<file path="src/common/vng_pkg.sv">
`default_nettype none

package vng_pkg;

    // schedule
    localparam int NUM_PHASES = 12;
    localparam int NB_SLOTS = 8;

    // phase of the per-pixel schedule, 0..NUM_PHASES-1
    typedef logic [3:0] phase_t;

    // number of selected neighbours, 0..NB_SLOTS
    typedef logic [3:0] cnt_t;

    // Q14 reciprocal of the count
    // msb stays clear, the value feeds a signed multiply
    typedef logic [15:0] scale_t;

    // minuend select: 0 red, 1 green, 2 blue
    typedef logic [1:0] a_sel_t;

endpackage

`default_nettype wire

</file>
<file path="src/vng_phase_counter.sv">
`timescale 1ns/1ps
`default_nettype none

module vng_phase_counter
    import vng_pkg::*;
(
    input  logic   clk,
    input  logic   rst_n,
    input  logic   clk_en,
    output phase_t phase
);

    logic wrap;

    assign wrap = (phase == phase_t'(NUM_PHASES - 1));

    // one step per enabled cycle, the whole pipeline keys off this
    always_ff @(posedge clk or negedge rst_n) begin
        if (!rst_n) begin
            phase <= '0;
        end else if (clk_en) begin
            if (wrap) begin
                phase <= '0;
            end else begin
                phase <= phase + 1'b1;
            end
        end
    end

endmodule

`default_nettype wire

</file>
<file path="src/vng_neighbor_sum.sv">
`timescale 1ns/1ps
`default_nettype none

module vng_neighbor_sum
    import vng_pkg::*;
#(
    parameter int data_w = 8
) (
    input  logic              clk,
    input  logic              rst_n,
    input  logic              clk_en,
    input  phase_t            phase,
    input  logic [data_w-1:0] nb_red,
    input  logic [data_w-1:0] nb_green,
    input  logic [data_w-1:0] nb_blue,
    input  logic              nb_sel,
    output logic [data_w+3:0] sum_red,
    output logic [data_w+3:0] sum_green,
    output logic [data_w+3:0] sum_blue,
    output cnt_t              sum_cnt,
    output logic              sums_valid
);

    typedef logic [data_w+3:0] sum_t;

    sum_t acc_red;
    sum_t acc_green;
    sum_t acc_blue;
    cnt_t acc_cnt;
    sum_t add_red;
    sum_t add_green;
    sum_t add_blue;
    sum_t nxt_red;
    sum_t nxt_green;
    sum_t nxt_blue;
    cnt_t nxt_cnt;
    logic accept;
    logic first;
    logic last;

    assign accept = (phase < phase_t'(NB_SLOTS));
    assign first = (phase == '0);
    assign last = (phase == phase_t'(NB_SLOTS - 1));

    // unselected neighbours contribute nothing
    always_comb begin
        add_red = nb_sel ? sum_t'(nb_red) : '0;
        add_green = nb_sel ? sum_t'(nb_green) : '0;
        add_blue = nb_sel ? sum_t'(nb_blue) : '0;
        if (first) begin
            nxt_red = add_red;
            nxt_green = add_green;
            nxt_blue = add_blue;
            nxt_cnt = cnt_t'(nb_sel);
        end else begin
            nxt_red = acc_red + add_red;
            nxt_green = acc_green + add_green;
            nxt_blue = acc_blue + add_blue;
            nxt_cnt = acc_cnt + cnt_t'(nb_sel);
        end
    end

    always_ff @(posedge clk) begin
        if (clk_en && accept) begin
            acc_red <= nxt_red;
            acc_green <= nxt_green;
            acc_blue <= nxt_blue;
            acc_cnt <= nxt_cnt;
            // publish with the last sample folded in
            if (last) begin
                sum_red <= nxt_red;
                sum_green <= nxt_green;
                sum_blue <= nxt_blue;
                sum_cnt <= nxt_cnt;
            end
        end
    end

    always_ff @(posedge clk or negedge rst_n) begin
        if (!rst_n) begin
            sums_valid <= 1'b0;
        end else if (clk_en && last) begin
            sums_valid <= 1'b1;
        end
    end

endmodule

`default_nettype wire

</file>
<file path="src/diff/vng_diff_ctrl.sv">
`timescale 1ns/1ps
`default_nettype none

module vng_diff_ctrl
    import vng_pkg::*;
(
    input  logic   clk,
    input  logic   clk_en,
    input  phase_t phase,
    output a_sel_t diff_a_sel,
    output logic   diff_b_sel,
    output logic   scale_en,
    output logic   mult_en
);

    // entry 11 on the left, entry 0 on the right
    // sums are stable from phase 8, so the muxes run at phases 8, 9 and 10
    // for g-r, b-r and b-g
    localparam a_sel_t [NUM_PHASES-1:0] a_sel_rom = {
        2'd0, 2'd0, 2'd2, 2'd2,
        2'd1, 2'd0, 2'd0, 2'd0,
        2'd0, 2'd0, 2'd0, 2'd0
    };

    // subtrahend green only for b-g
    localparam logic [NUM_PHASES-1:0] b_sel_rom = 12'b0010_0000_0000;

    // reciprocal loads once, right after the publish
    localparam logic [NUM_PHASES-1:0] scale_en_rom = 12'b0000_1000_0000;

    // products of the three differences reach the output register
    // at phases 1, 2 and 3 of the next window
    localparam logic [NUM_PHASES-1:0] mult_en_rom = 12'b0000_0000_0111;

    always_ff @(posedge clk) begin
        if (clk_en) begin
            diff_a_sel <= a_sel_rom[phase];
            diff_b_sel <= b_sel_rom[phase];
            scale_en <= scale_en_rom[phase];
            mult_en <= mult_en_rom[phase];
        end
    end

endmodule

`default_nettype wire

</file>
<file path="src/diff/vng_diff.sv">
`timescale 1ns/1ps
`default_nettype none

module vng_diff
    import vng_pkg::*;
#(
    parameter int data_w = 8
) (
    input  logic                     clk,
    input  logic                     clk_en,
    input  phase_t                   phase,
    input  logic        [data_w+3:0] sum_red,
    input  logic        [data_w+3:0] sum_green,
    input  logic        [data_w+3:0] sum_blue,
    input  cnt_t                     sum_cnt,
    output logic signed [data_w:0]   diff_norm
);

    typedef logic [data_w+3:0] sum_t;
    typedef logic signed [data_w+4:0] dif_t;
    typedef logic signed [data_w+20:0] prod_t;

    a_sel_t diff_a_sel;
    logic diff_b_sel;
    logic scale_en;
    logic mult_en;

    sum_t diff_a;
    sum_t diff_b;
    dif_t diff;
    scale_t scale;
    dif_t mult_a;
    logic signed [15:0] mult_b;
    prod_t mult_out0;
    prod_t mult_out;

    vng_diff_ctrl u_ctrl (
        .clk        (clk),
        .clk_en     (clk_en),
        .phase      (phase),
        .diff_a_sel (diff_a_sel),
        .diff_b_sel (diff_b_sel),
        .scale_en   (scale_en),
        .mult_en    (mult_en)
    );

    // operand select
    always_ff @(posedge clk) begin
        if (clk_en) begin
            case (diff_a_sel)
                2'd1:    diff_a <= sum_green;
                2'd2:    diff_a <= sum_blue;
                default: diff_a <= sum_red;
            endcase
            diff_b <= diff_b_sel ? sum_green : sum_red;
        end
    end

    // one extra bit holds the sign
    always_ff @(posedge clk) begin
        if (clk_en) begin
            diff <= {1'b0, diff_a} - {1'b0, diff_b};
        end
    end

    // 2**14 / count
    always_ff @(posedge clk) begin
        if (clk_en && scale_en) begin
            case (sum_cnt)
                4'd1:    scale <= 16'd16384;
                4'd2:    scale <= 16'd8192;
                4'd3:    scale <= 16'd5461;
                4'd4:    scale <= 16'd4096;
                4'd5:    scale <= 16'd3276;
                4'd6:    scale <= 16'd2730;
                4'd7:    scale <= 16'd2340;
                4'd8:    scale <= 16'd2048;
                default: scale <= 16'd0;
            endcase
        end
    end

    // registered operands, product, then a second product stage
    // up to three differences are in flight here
    always_ff @(posedge clk) begin
        if (clk_en) begin
            mult_a <= diff;
            mult_b <= scale;
            mult_out0 <= mult_a * mult_b;
            mult_out <= mult_out0;
        end
    end

    // divide by 2**15, the bit select floors toward minus infinity
    always_ff @(posedge clk) begin
        if (clk_en && mult_en) begin
            diff_norm <= mult_out[data_w+15:15];
        end
    end

endmodule

`default_nettype wire

</file>
<file path="src/vng_collect.sv">
`timescale 1ns/1ps
`default_nettype none

module vng_collect
    import vng_pkg::*;
#(
    parameter int data_w = 8
) (
    input  logic                   clk,
    input  logic                   rst_n,
    input  logic                   clk_en,
    input  phase_t                 phase,
    input  logic                   sums_valid,
    input  logic signed [data_w:0] diff_norm,
    output logic signed [data_w:0] diff_gr,
    output logic signed [data_w:0] diff_br,
    output logic signed [data_w:0] diff_bg,
    output logic                   out_valid
);

    // first mux at phase NB_SLOTS, six enabled stages until diff_norm
    // can be captured here
    localparam int cap_first = NB_SLOTS + 6;
    localparam phase_t cap_gr = phase_t'(cap_first % NUM_PHASES);
    localparam phase_t cap_br = phase_t'((cap_first + 1) % NUM_PHASES);
    localparam phase_t cap_bg = phase_t'((cap_first + 2) % NUM_PHASES);
    // publish lands at the phase NB_SLOTS-1 enable, seen one phase later
    localparam phase_t win_ph = phase_t'(NB_SLOTS);

    logic win_valid;
    logic out_valid_q;

    always_ff @(posedge clk) begin
        if (clk_en) begin
            case (phase)
                cap_gr:  diff_gr <= diff_norm;
                cap_br:  diff_br <= diff_norm;
                cap_bg:  diff_bg <= diff_norm;
                default: ;
            endcase
        end
    end

    always_ff @(posedge clk or negedge rst_n) begin
        if (!rst_n) begin
            win_valid <= 1'b0;
            out_valid_q <= 1'b0;
        end else if (clk_en) begin
            if (phase == win_ph) begin
                win_valid <= sums_valid;
            end
            out_valid_q <= (phase == cap_bg) && win_valid;
        end
    end

    // one enabled cycle wide, even across a stall
    assign out_valid = out_valid_q && clk_en;

endmodule

`default_nettype wire

</file>
<file path="src/vng_top.sv">
`timescale 1ns/1ps
`default_nettype none

module vng_top
    import vng_pkg::*;
#(
    parameter int data_w = 8
) (
    input  logic                   clk,
    input  logic                   rst_n,
    input  logic                   clk_en,
    input  logic [data_w-1:0]      nb_red,
    input  logic [data_w-1:0]      nb_green,
    input  logic [data_w-1:0]      nb_blue,
    input  logic                   nb_sel,
    output logic signed [data_w:0] diff_gr,
    output logic signed [data_w:0] diff_br,
    output logic signed [data_w:0] diff_bg,
    output logic                   out_valid
);

    phase_t phase;
    logic [data_w+3:0] sum_red;
    logic [data_w+3:0] sum_green;
    logic [data_w+3:0] sum_blue;
    cnt_t sum_cnt;
    logic sums_valid;
    logic signed [data_w:0] diff_norm;

    vng_phase_counter u_phase (
        .clk    (clk),
        .rst_n  (rst_n),
        .clk_en (clk_en),
        .phase  (phase)
    );

    vng_neighbor_sum #(
        .data_w (data_w)
    ) u_sum (
        .clk        (clk),
        .rst_n      (rst_n),
        .clk_en     (clk_en),
        .phase      (phase),
        .nb_red     (nb_red),
        .nb_green   (nb_green),
        .nb_blue    (nb_blue),
        .nb_sel     (nb_sel),
        .sum_red    (sum_red),
        .sum_green  (sum_green),
        .sum_blue   (sum_blue),
        .sum_cnt    (sum_cnt),
        .sums_valid (sums_valid)
    );

    vng_diff #(
        .data_w (data_w)
    ) u_diff (
        .clk       (clk),
        .clk_en    (clk_en),
        .phase     (phase),
        .sum_red   (sum_red),
        .sum_green (sum_green),
        .sum_blue  (sum_blue),
        .sum_cnt   (sum_cnt),
        .diff_norm (diff_norm)
    );

    vng_collect #(
        .data_w (data_w)
    ) u_collect (
        .clk        (clk),
        .rst_n      (rst_n),
        .clk_en     (clk_en),
        .phase      (phase),
        .sums_valid (sums_valid),
        .diff_norm  (diff_norm),
        .diff_gr    (diff_gr),
        .diff_br    (diff_br),
        .diff_bg    (diff_bg),
        .out_valid  (out_valid)
    );

endmodule

`default_nettype wire

</file>
<file path="config.mk">
export PLATFORM = sky130hd
export DESIGN_NAME = vng_top
export DESIGN_NICKNAME = d
export VERILOG_FILES = /design/src/common/vng_pkg.sv /design/src/vng_phase_counter.sv /design/src/vng_neighbor_sum.sv /design/src/diff/vng_diff_ctrl.sv /design/src/diff/vng_diff.sv /design/src/vng_collect.sv /design/src/vng_top.sv
export SDC_FILE = /design/constraint.sdc
export NUM_CORES = 1
export LEC_CHECK = 0
export ABC_CLOCK_PERIOD_IN_PS = 9750
export BUFFER_PORTS_ARGS = -buffer_cell sky130_fd_sc_hd__buf_2
export CAP_MARGIN = 5
export CORE_MARGIN = 2
export CORE_UTILIZATION = 39
export DETAILED_ROUTE_END_ITERATION = 10
export SYNTH_ARGS = -nofsm -noshare
export SYNTH_HDL_FRONTEND = slang
export SYNTH_SLANG_ARGS = --single-unit
</file>
<file path="constraint.sdc">
create_clock -name clk -period 9.75 [get_ports clk]
set_clock_uncertainty 0.2 [all_clocks]
set_input_delay 0.975 -clock clk [delete_from_list [all_inputs] [get_ports clk]]
set_output_delay 0.975 -clock clk [all_outputs]
set_load 0.005 [all_outputs]
</file>
* Yosys cells after proc, flatten, opt, wreduce, memory -nomap -nowiden *
Memory sizes are Yosys's and may differ from the RTL's. A register that Yosys moved wholly into a read port is not among the register bits.
Index checks and enable logic that the tools add are counted.

cells by class
  shifts and indexed selects = 0
  equality and inequality tests = 8
  multiplexer cells = 10
  bitwise operators = 0
  divide/modulo/power cells = 0
  magnitude comparators = 1
  multipliers = 1
  add/subtract/negate cells = 6
  reductions and logical operators = 12

operator list
  operator             number
  $mux 12              4
  $add 12x12->12       3
  $mul 13x16->24       1
  $mux 8               3
  $pmux 12 s2          1
  $sub 12x12->13       1
  $reduce_and 2->1     5
  $eq 4x2->1 const B   2
  $eq 4x3->1 const B   2
  $eq 4x4->1 const B   2
  $mux 4               2
  $logic_and 1x1->1    6
  $add 4x1->4          1
  $add 4x1->4 const B  1
  $logic_not 4->1      1
  $lt 4x4->1 const B   1
  $eq 2x1->1 const B   1
  $eq 2x2->1 const B   1

storage, ports and cells
  input port bits = 28
  output and inout bits = 28
  flip-flop bits (word level) = 253
  memories = 5
  bits in read-only memories = 320
  bits in writable memories = 0
  latch bits = 0

memories
  name              words  width  read ports  clocked after memory_dff  write ports  line                 text
  (name not given)  16     15     1           1                         0            vng_diff.sv:69       case (sum_cnt)
  (name not given)  16     2      1           1                         0            vng_diff_ctrl.sv:37  diff_a_sel <= a_sel_rom[phase];
  (name not given)  16     1      1           1                         0            vng_diff_ctrl.sv:40  mult_en <= mult_en_rom[phase];
  (name not given)  16     1      1           1                         0            vng_diff_ctrl.sv:39  scale_en <= scale_en_rom[phase];
  (name not given)  16     1      1           1                         0            vng_diff_ctrl.sv:38  diff_b_sel <= b_sel_rom[phase];

* Depth between registers and ports, before layout *
  depth after elaboration = 3
  mapped depth = 20

* By module *
From an unflattened synthesis, not the netlist that was laid out.

second synthesis, totals
  cells, all modules = 1249
  area, all modules = 15001.9 um^2

modules (own cells, without submodules)
  module             seq. area each (um^2)  instances  area an instance (um^2)  cells an instance
  vng_diff           2972.9                 1          9419.0                   839
  vng_neighbor_sum   2427.3                 1          4260.3                   343
  vng_collect        860.8                  1          963.4                    40
  vng_phase_counter  100.1                  1          193.9                    18
  vng_diff_ctrl      120.1                  1          165.2                    9

* Worst setup path before layout *
Ideal clock, no wire load.

  kind = register -> register
  start = register u_diff.mult_b[7]
  end = register u_diff.mult_out0[23], data pin
  library setup time = 0.259 ns
  cell stages (with the launch flop) = 21
  buffers on the path = 1
  data arrival time = 5.263 ns
  path slack = 4.028 ns
  cells stage by stage = edfxtp_1 -> clkbuf_1 -> and2_1 -> fa_1 -> inv_1 -> fa_1 -> inv_1 -> fa_1 -> inv_1 -> fa_1 -> inv_1 -> fa_1 -> ha_1 -> ha_1 -> a211oi_1 -> a21oi_1 -> nor4_2 -> nor3b_2 -> a311oi_2 -> a21oi_1 -> xnor2_1

between the ends
  cells in the longest elaborated chain, start to end = 1

ends and longest elaborated chain
  what                    line            text
  start, declared         vng_diff.sv:33  logic signed [15:0] mult_b;
  start signal, assigned  vng_diff.sv:88  mult_b <= scale;
  $mul 13x16->24          vng_diff.sv:89  mult_out0 <= mult_a * mult_b;
  end signal, assigned    vng_diff.sv:89
  end, declared           vng_diff.sv:34  prod_t mult_out0;

Every way passes these cells.
A chain may end at the register's enable or synchronous reset.

* Worst setup path in the final report *
  start = register u_diff.mult_b[4]
  end = register u_diff.mult_out0[23], data pin

The elaborated chain is that of the path after synthesis.

==> flow_metrics.py <==
metrics = {
    "setup_path": {
        "crit_chain": "nand2_1 > fa_1 > fa_1 > inv_1 > fa_1 > inv_1 > fa_1 > inv_1 > fa_1 > ha_1 > ha_1 > a211oi_1 > a21oi_1 > nor4_2 > nor3b_2 > a311oi_2 > a21oi_1 > xnor2_1",
        "worstPathRequired_ns": 9.84,
        "r2r_start": "u_diff.mult_b[4]",
        "critPathMaxStageDelay_ns": 0.70,
        "startpoint": "u_diff.mult_b[4]",
        "cp_max_fo": 14,
        "cp.buffers_inverters": 3,
        "rrSetupSlack_ns": 3.50,
        "r2r-end": "u_diff.mult_out0[23]",
        "cp-end-kind": "flip-flop",
        "path_depth": 18,
        "crit_top_cell": "fa_1",
        "start_kind": "flip-flop",
        "cp.arrival_ns": 6.34,
        "cpMaxStageDelayCell": "edfxtp_1",
        "criticalPathCategory": "reg -> reg",
        "cpLargestDelayFamily": "adder cells",
        "cp-endpoint": "u_diff.mult_out0[23]",
        "r2r_cells": 18,
    },
    "timing": {
        "max_freq_mhz": 159.9,
        "tns_ns": 0,
        "rsz0062_at_grt": "false",
        "fin_crit_ns": 6.252,
        "setup_viol_count_final": 0,
        "finalHoldViolations": 0,
        "period_share_pct": 64.12,
        "relSlewSlack_pct": 37.60,
        "tightest_slew_ns": 0.9360,
        "maxSlewViolCount": 0,
    },
    "placement": {
        "dpl.hpwl_mm": 22.30,
        "portBuffers": 55,
        "globalplace.congestion": 0.8759,
    },
    "synthesis": {
        "synth_edf_count": 210,
        "ys_seq_area_share_pct": 43.72,
        "syn_nets": 1541,
        "ys_types": 52,
        "yosys_warnings": 0,
        "synth_ff_type": "edfxtp_1",
        "ys_ff_latch": 217,
        "netlist_area_um2": 14820,
        "syn_avg_cell_area_um2": 11.81,
        "synthCells": 1255,
        "async_flop_share_pct": 3.226,
    },
    "die": {
        "initial_utilization_pct": 39.45,
        "die_area_um2": 39590,
        "dieWidth_um": 199.0,
        "core_area_um2": 37580,
        "io_pins": 56,
        "die_y_um": 199.0,
        "rows": 71,
    },
    "layout": {
        "antennaDiodeCount": 0,
        "drive_above_1_share_pct": 9.589,
        "fill_cells": 3455,
        "ff_latch_area_um2": 6481,
        "nNetsFinal": 1584,
        "area_growth_pct": 10.63,
        "multi_input_area_um2": 7451,
    },
    "worst_hold_path": {
        "hp-class": "in -> async",
    },
    "detailed_routing": {
        "drc": 0,
        "first_pass_iters": 5,
        "ant_nets": 0,
        "vias": 8790,
        "wl_per_cell_um": 15.99,
        "drt-initial-drc-count": 400,
        "wl_mm": 29.18,
        "viasPerCell": 4.816,
    },
    "global_routing": {
        "grt_pass1_wl_mm": 48.00,
        "grt_use_total_pct": 15.51,
        "grt_max_degree": 72,
        "gr-total-overflow": 0,
        "antenna_found_initial": 0,
        "grt_pass1_vias": 9289,
    },
    "clocking": {
        "clk_pin_slew_ns": 0.06,
        "cts_tree": "built",
        "cts_max_path_buffers": 3,
        "h-tree-depth": 1,
        "cts_buffers": 24,
        "cts_setup_buffers": 0,
        "cts-root-buf": "clkbuf_16",
        "insertion_delay_ns": 0.55,
        "cts_resized": 0,
        "cts_hold_buf": 0,
        "clock-sinks": 217,
    },
    "job": {
        "cap_violations": 0,
    },
    "outcome": {
        "status": "finished clean",
    },
}
[registers in the layout, summed over array words and instances, names as in the netlist, 12 cells and up]
signal and flops:
u_sum.acc_green 12, u_diff.diff_b 12, u_diff.diff 13, u_sum.sum_blue 12
u_sum.sum_red 12, u_diff.mult_a 13, u_diff.diff_a 12, u_sum.sum_green 12
u_sum.acc_blue 12, u_sum.acc_red 12
[routing by layer]
layer  part of all wire [%]  track usage, %  vias up
met2                     48           26.11      157
met4                    1.9           3.676        0
met1                     46           20.96     4321
li1                       -               -     4265
met5                      0               0        -
met3                    4.2           2.628       47
[cells in the mapped netlist (2+ instances only)]
library cell | number | share of area [%]
a211o_1 | 3 | 0.18
a211oi_1 | 4 | 0.20
a21boi_0 | 2 | 0.10
a21o_1 | 9 | 0.46
a21oi_1 | 33 | 1.1
a22o_1 | 2 | 0.12
a22oi_1 | 12 | 0.61
a31o_2 | 2 | 0.12
a31oi_1 | 5 | 0.21
a41oi_1 | 3 | 0.18
and2_1 | 81 | 3.4
and3_1 | 5 | 0.21
buf_1 | 2 | 0.051
clkbuf_1 | 40 | 1.0
dfrtp_1 | 7 | 1.2
edfxtp_1 | 210 | 43
fa_1 | 139 | 19
ha_1 | 119 | 10
inv_1 | 200 | 5.1
mux2_2 | 17 | 1.3
nand2_1 | 132 | 3.3
nand2b_1 | 10 | 0.42
nand3_1 | 9 | 0.30
nand4_1 | 3 | 0.13
nor2_1 | 32 | 0.81
nor2b_1 | 15 | 0.63
nor3_1 | 10 | 0.34
o21a_1 | 5 | 0.25
o21ai_0 | 54 | 1.8
o21ai_1 | 4 | 0.14
o21bai_1 | 2 | 0.10
o31ai_1 | 3 | 0.15
or2_2 | 5 | 0.21
or3_1 | 9 | 0.38
xnor2_1 | 34 | 2.0
xor2_1 | 17 | 1.0
[placed cells by master, fill, tap and decap left out, types with 5 or more instances in the layout]
master,netlist,layout
clkinv_1,0,6
edfxtp_1,210,210
buf_4,0,5
fa_1,139,139
a21o_1,9,9
nand3_1,9,9
o21a_1,5,5
dfrtp_1,7,7
nor3_1,10,10
a31oi_1,5,5
ha_1,119,119
nand2_1,132,132
buf_2,0,54
or2_2,5,5
clkbuf_16,0,24
xor2_1,17,17
a21oi_1,33,33
inv_1,200,200
nor2_1,32,31
nor2b_1,15,15
xnor2_1,34,34
mux2_2,17,17
nand2b_1,10,10
a22oi_1,12,12
and2_1,81,80
o21ai_0,54,54
or3_1,9,9
[cell families after synthesis]
group                      count (synthesis)  share of synthesized area [%]
muxes                                     18                          1.359
AOI/OAI and AO/OA                        151                          6.339
DFF                                      217                          43.72
buffers and inverters                    242                          6.128
and+or+nand+nor                          318                          10.63
adders and majority gates                258                          28.82
xor gates and xnor gates                  51                          3.013
[how the worst min path moves through the flow]
stage / slack (ns) / cells after the start / to
3_5_place_dp: 0.20 / 0 / u_diff.mult_a[3]
4_1_cts: 0.03 / 1 / u_phase.phase[1]
5_1_grt: 0.04 / 1 / u_phase.phase[1]
6_report: 0.06 / 1 / u_phase.phase[1]
3_3_place_gp: 0.20 / 0 / u_diff.mult_a[4]
2_1_floorplan: 0.20 / 0 / u_diff.diff_norm[0]
[layout make-up]
| class | count | share of cell area (%) |
|---|---|---|
| timing repair buffer | 59 | 1.877 |
| multi-input combinational | 796 | 45.43 |
| sequential | 217 | 39.52 |
| clock inverter | 16 | 0.9842 |
| inverter | 200 | 4.578 |
| clock buffer | 26 | 3.708 |
| tap | 511 | 3.899 |
[through the flow]
step           setup WS, ns  hold slack [ns]  utilization [%]  cell area (um^2)  std cells
2_1_floorplan         4.028           0.2003                -             14820       1255
3_3_place_gp          3.523           0.2006            41.59             15630       1783
3_5_place_dp          3.472           0.2045            41.59             15630       1783
4_1_cts               3.486          0.03420            43.64             16400       1825
5_1_grt               3.222          0.03974            43.64             16400       1825
6_report              3.498          0.05576            43.64             16400       1825
Power is left out: the tool's default activity adds up to more than one toggle a clock period on the data nets, which glitch-free logic cannot reach.
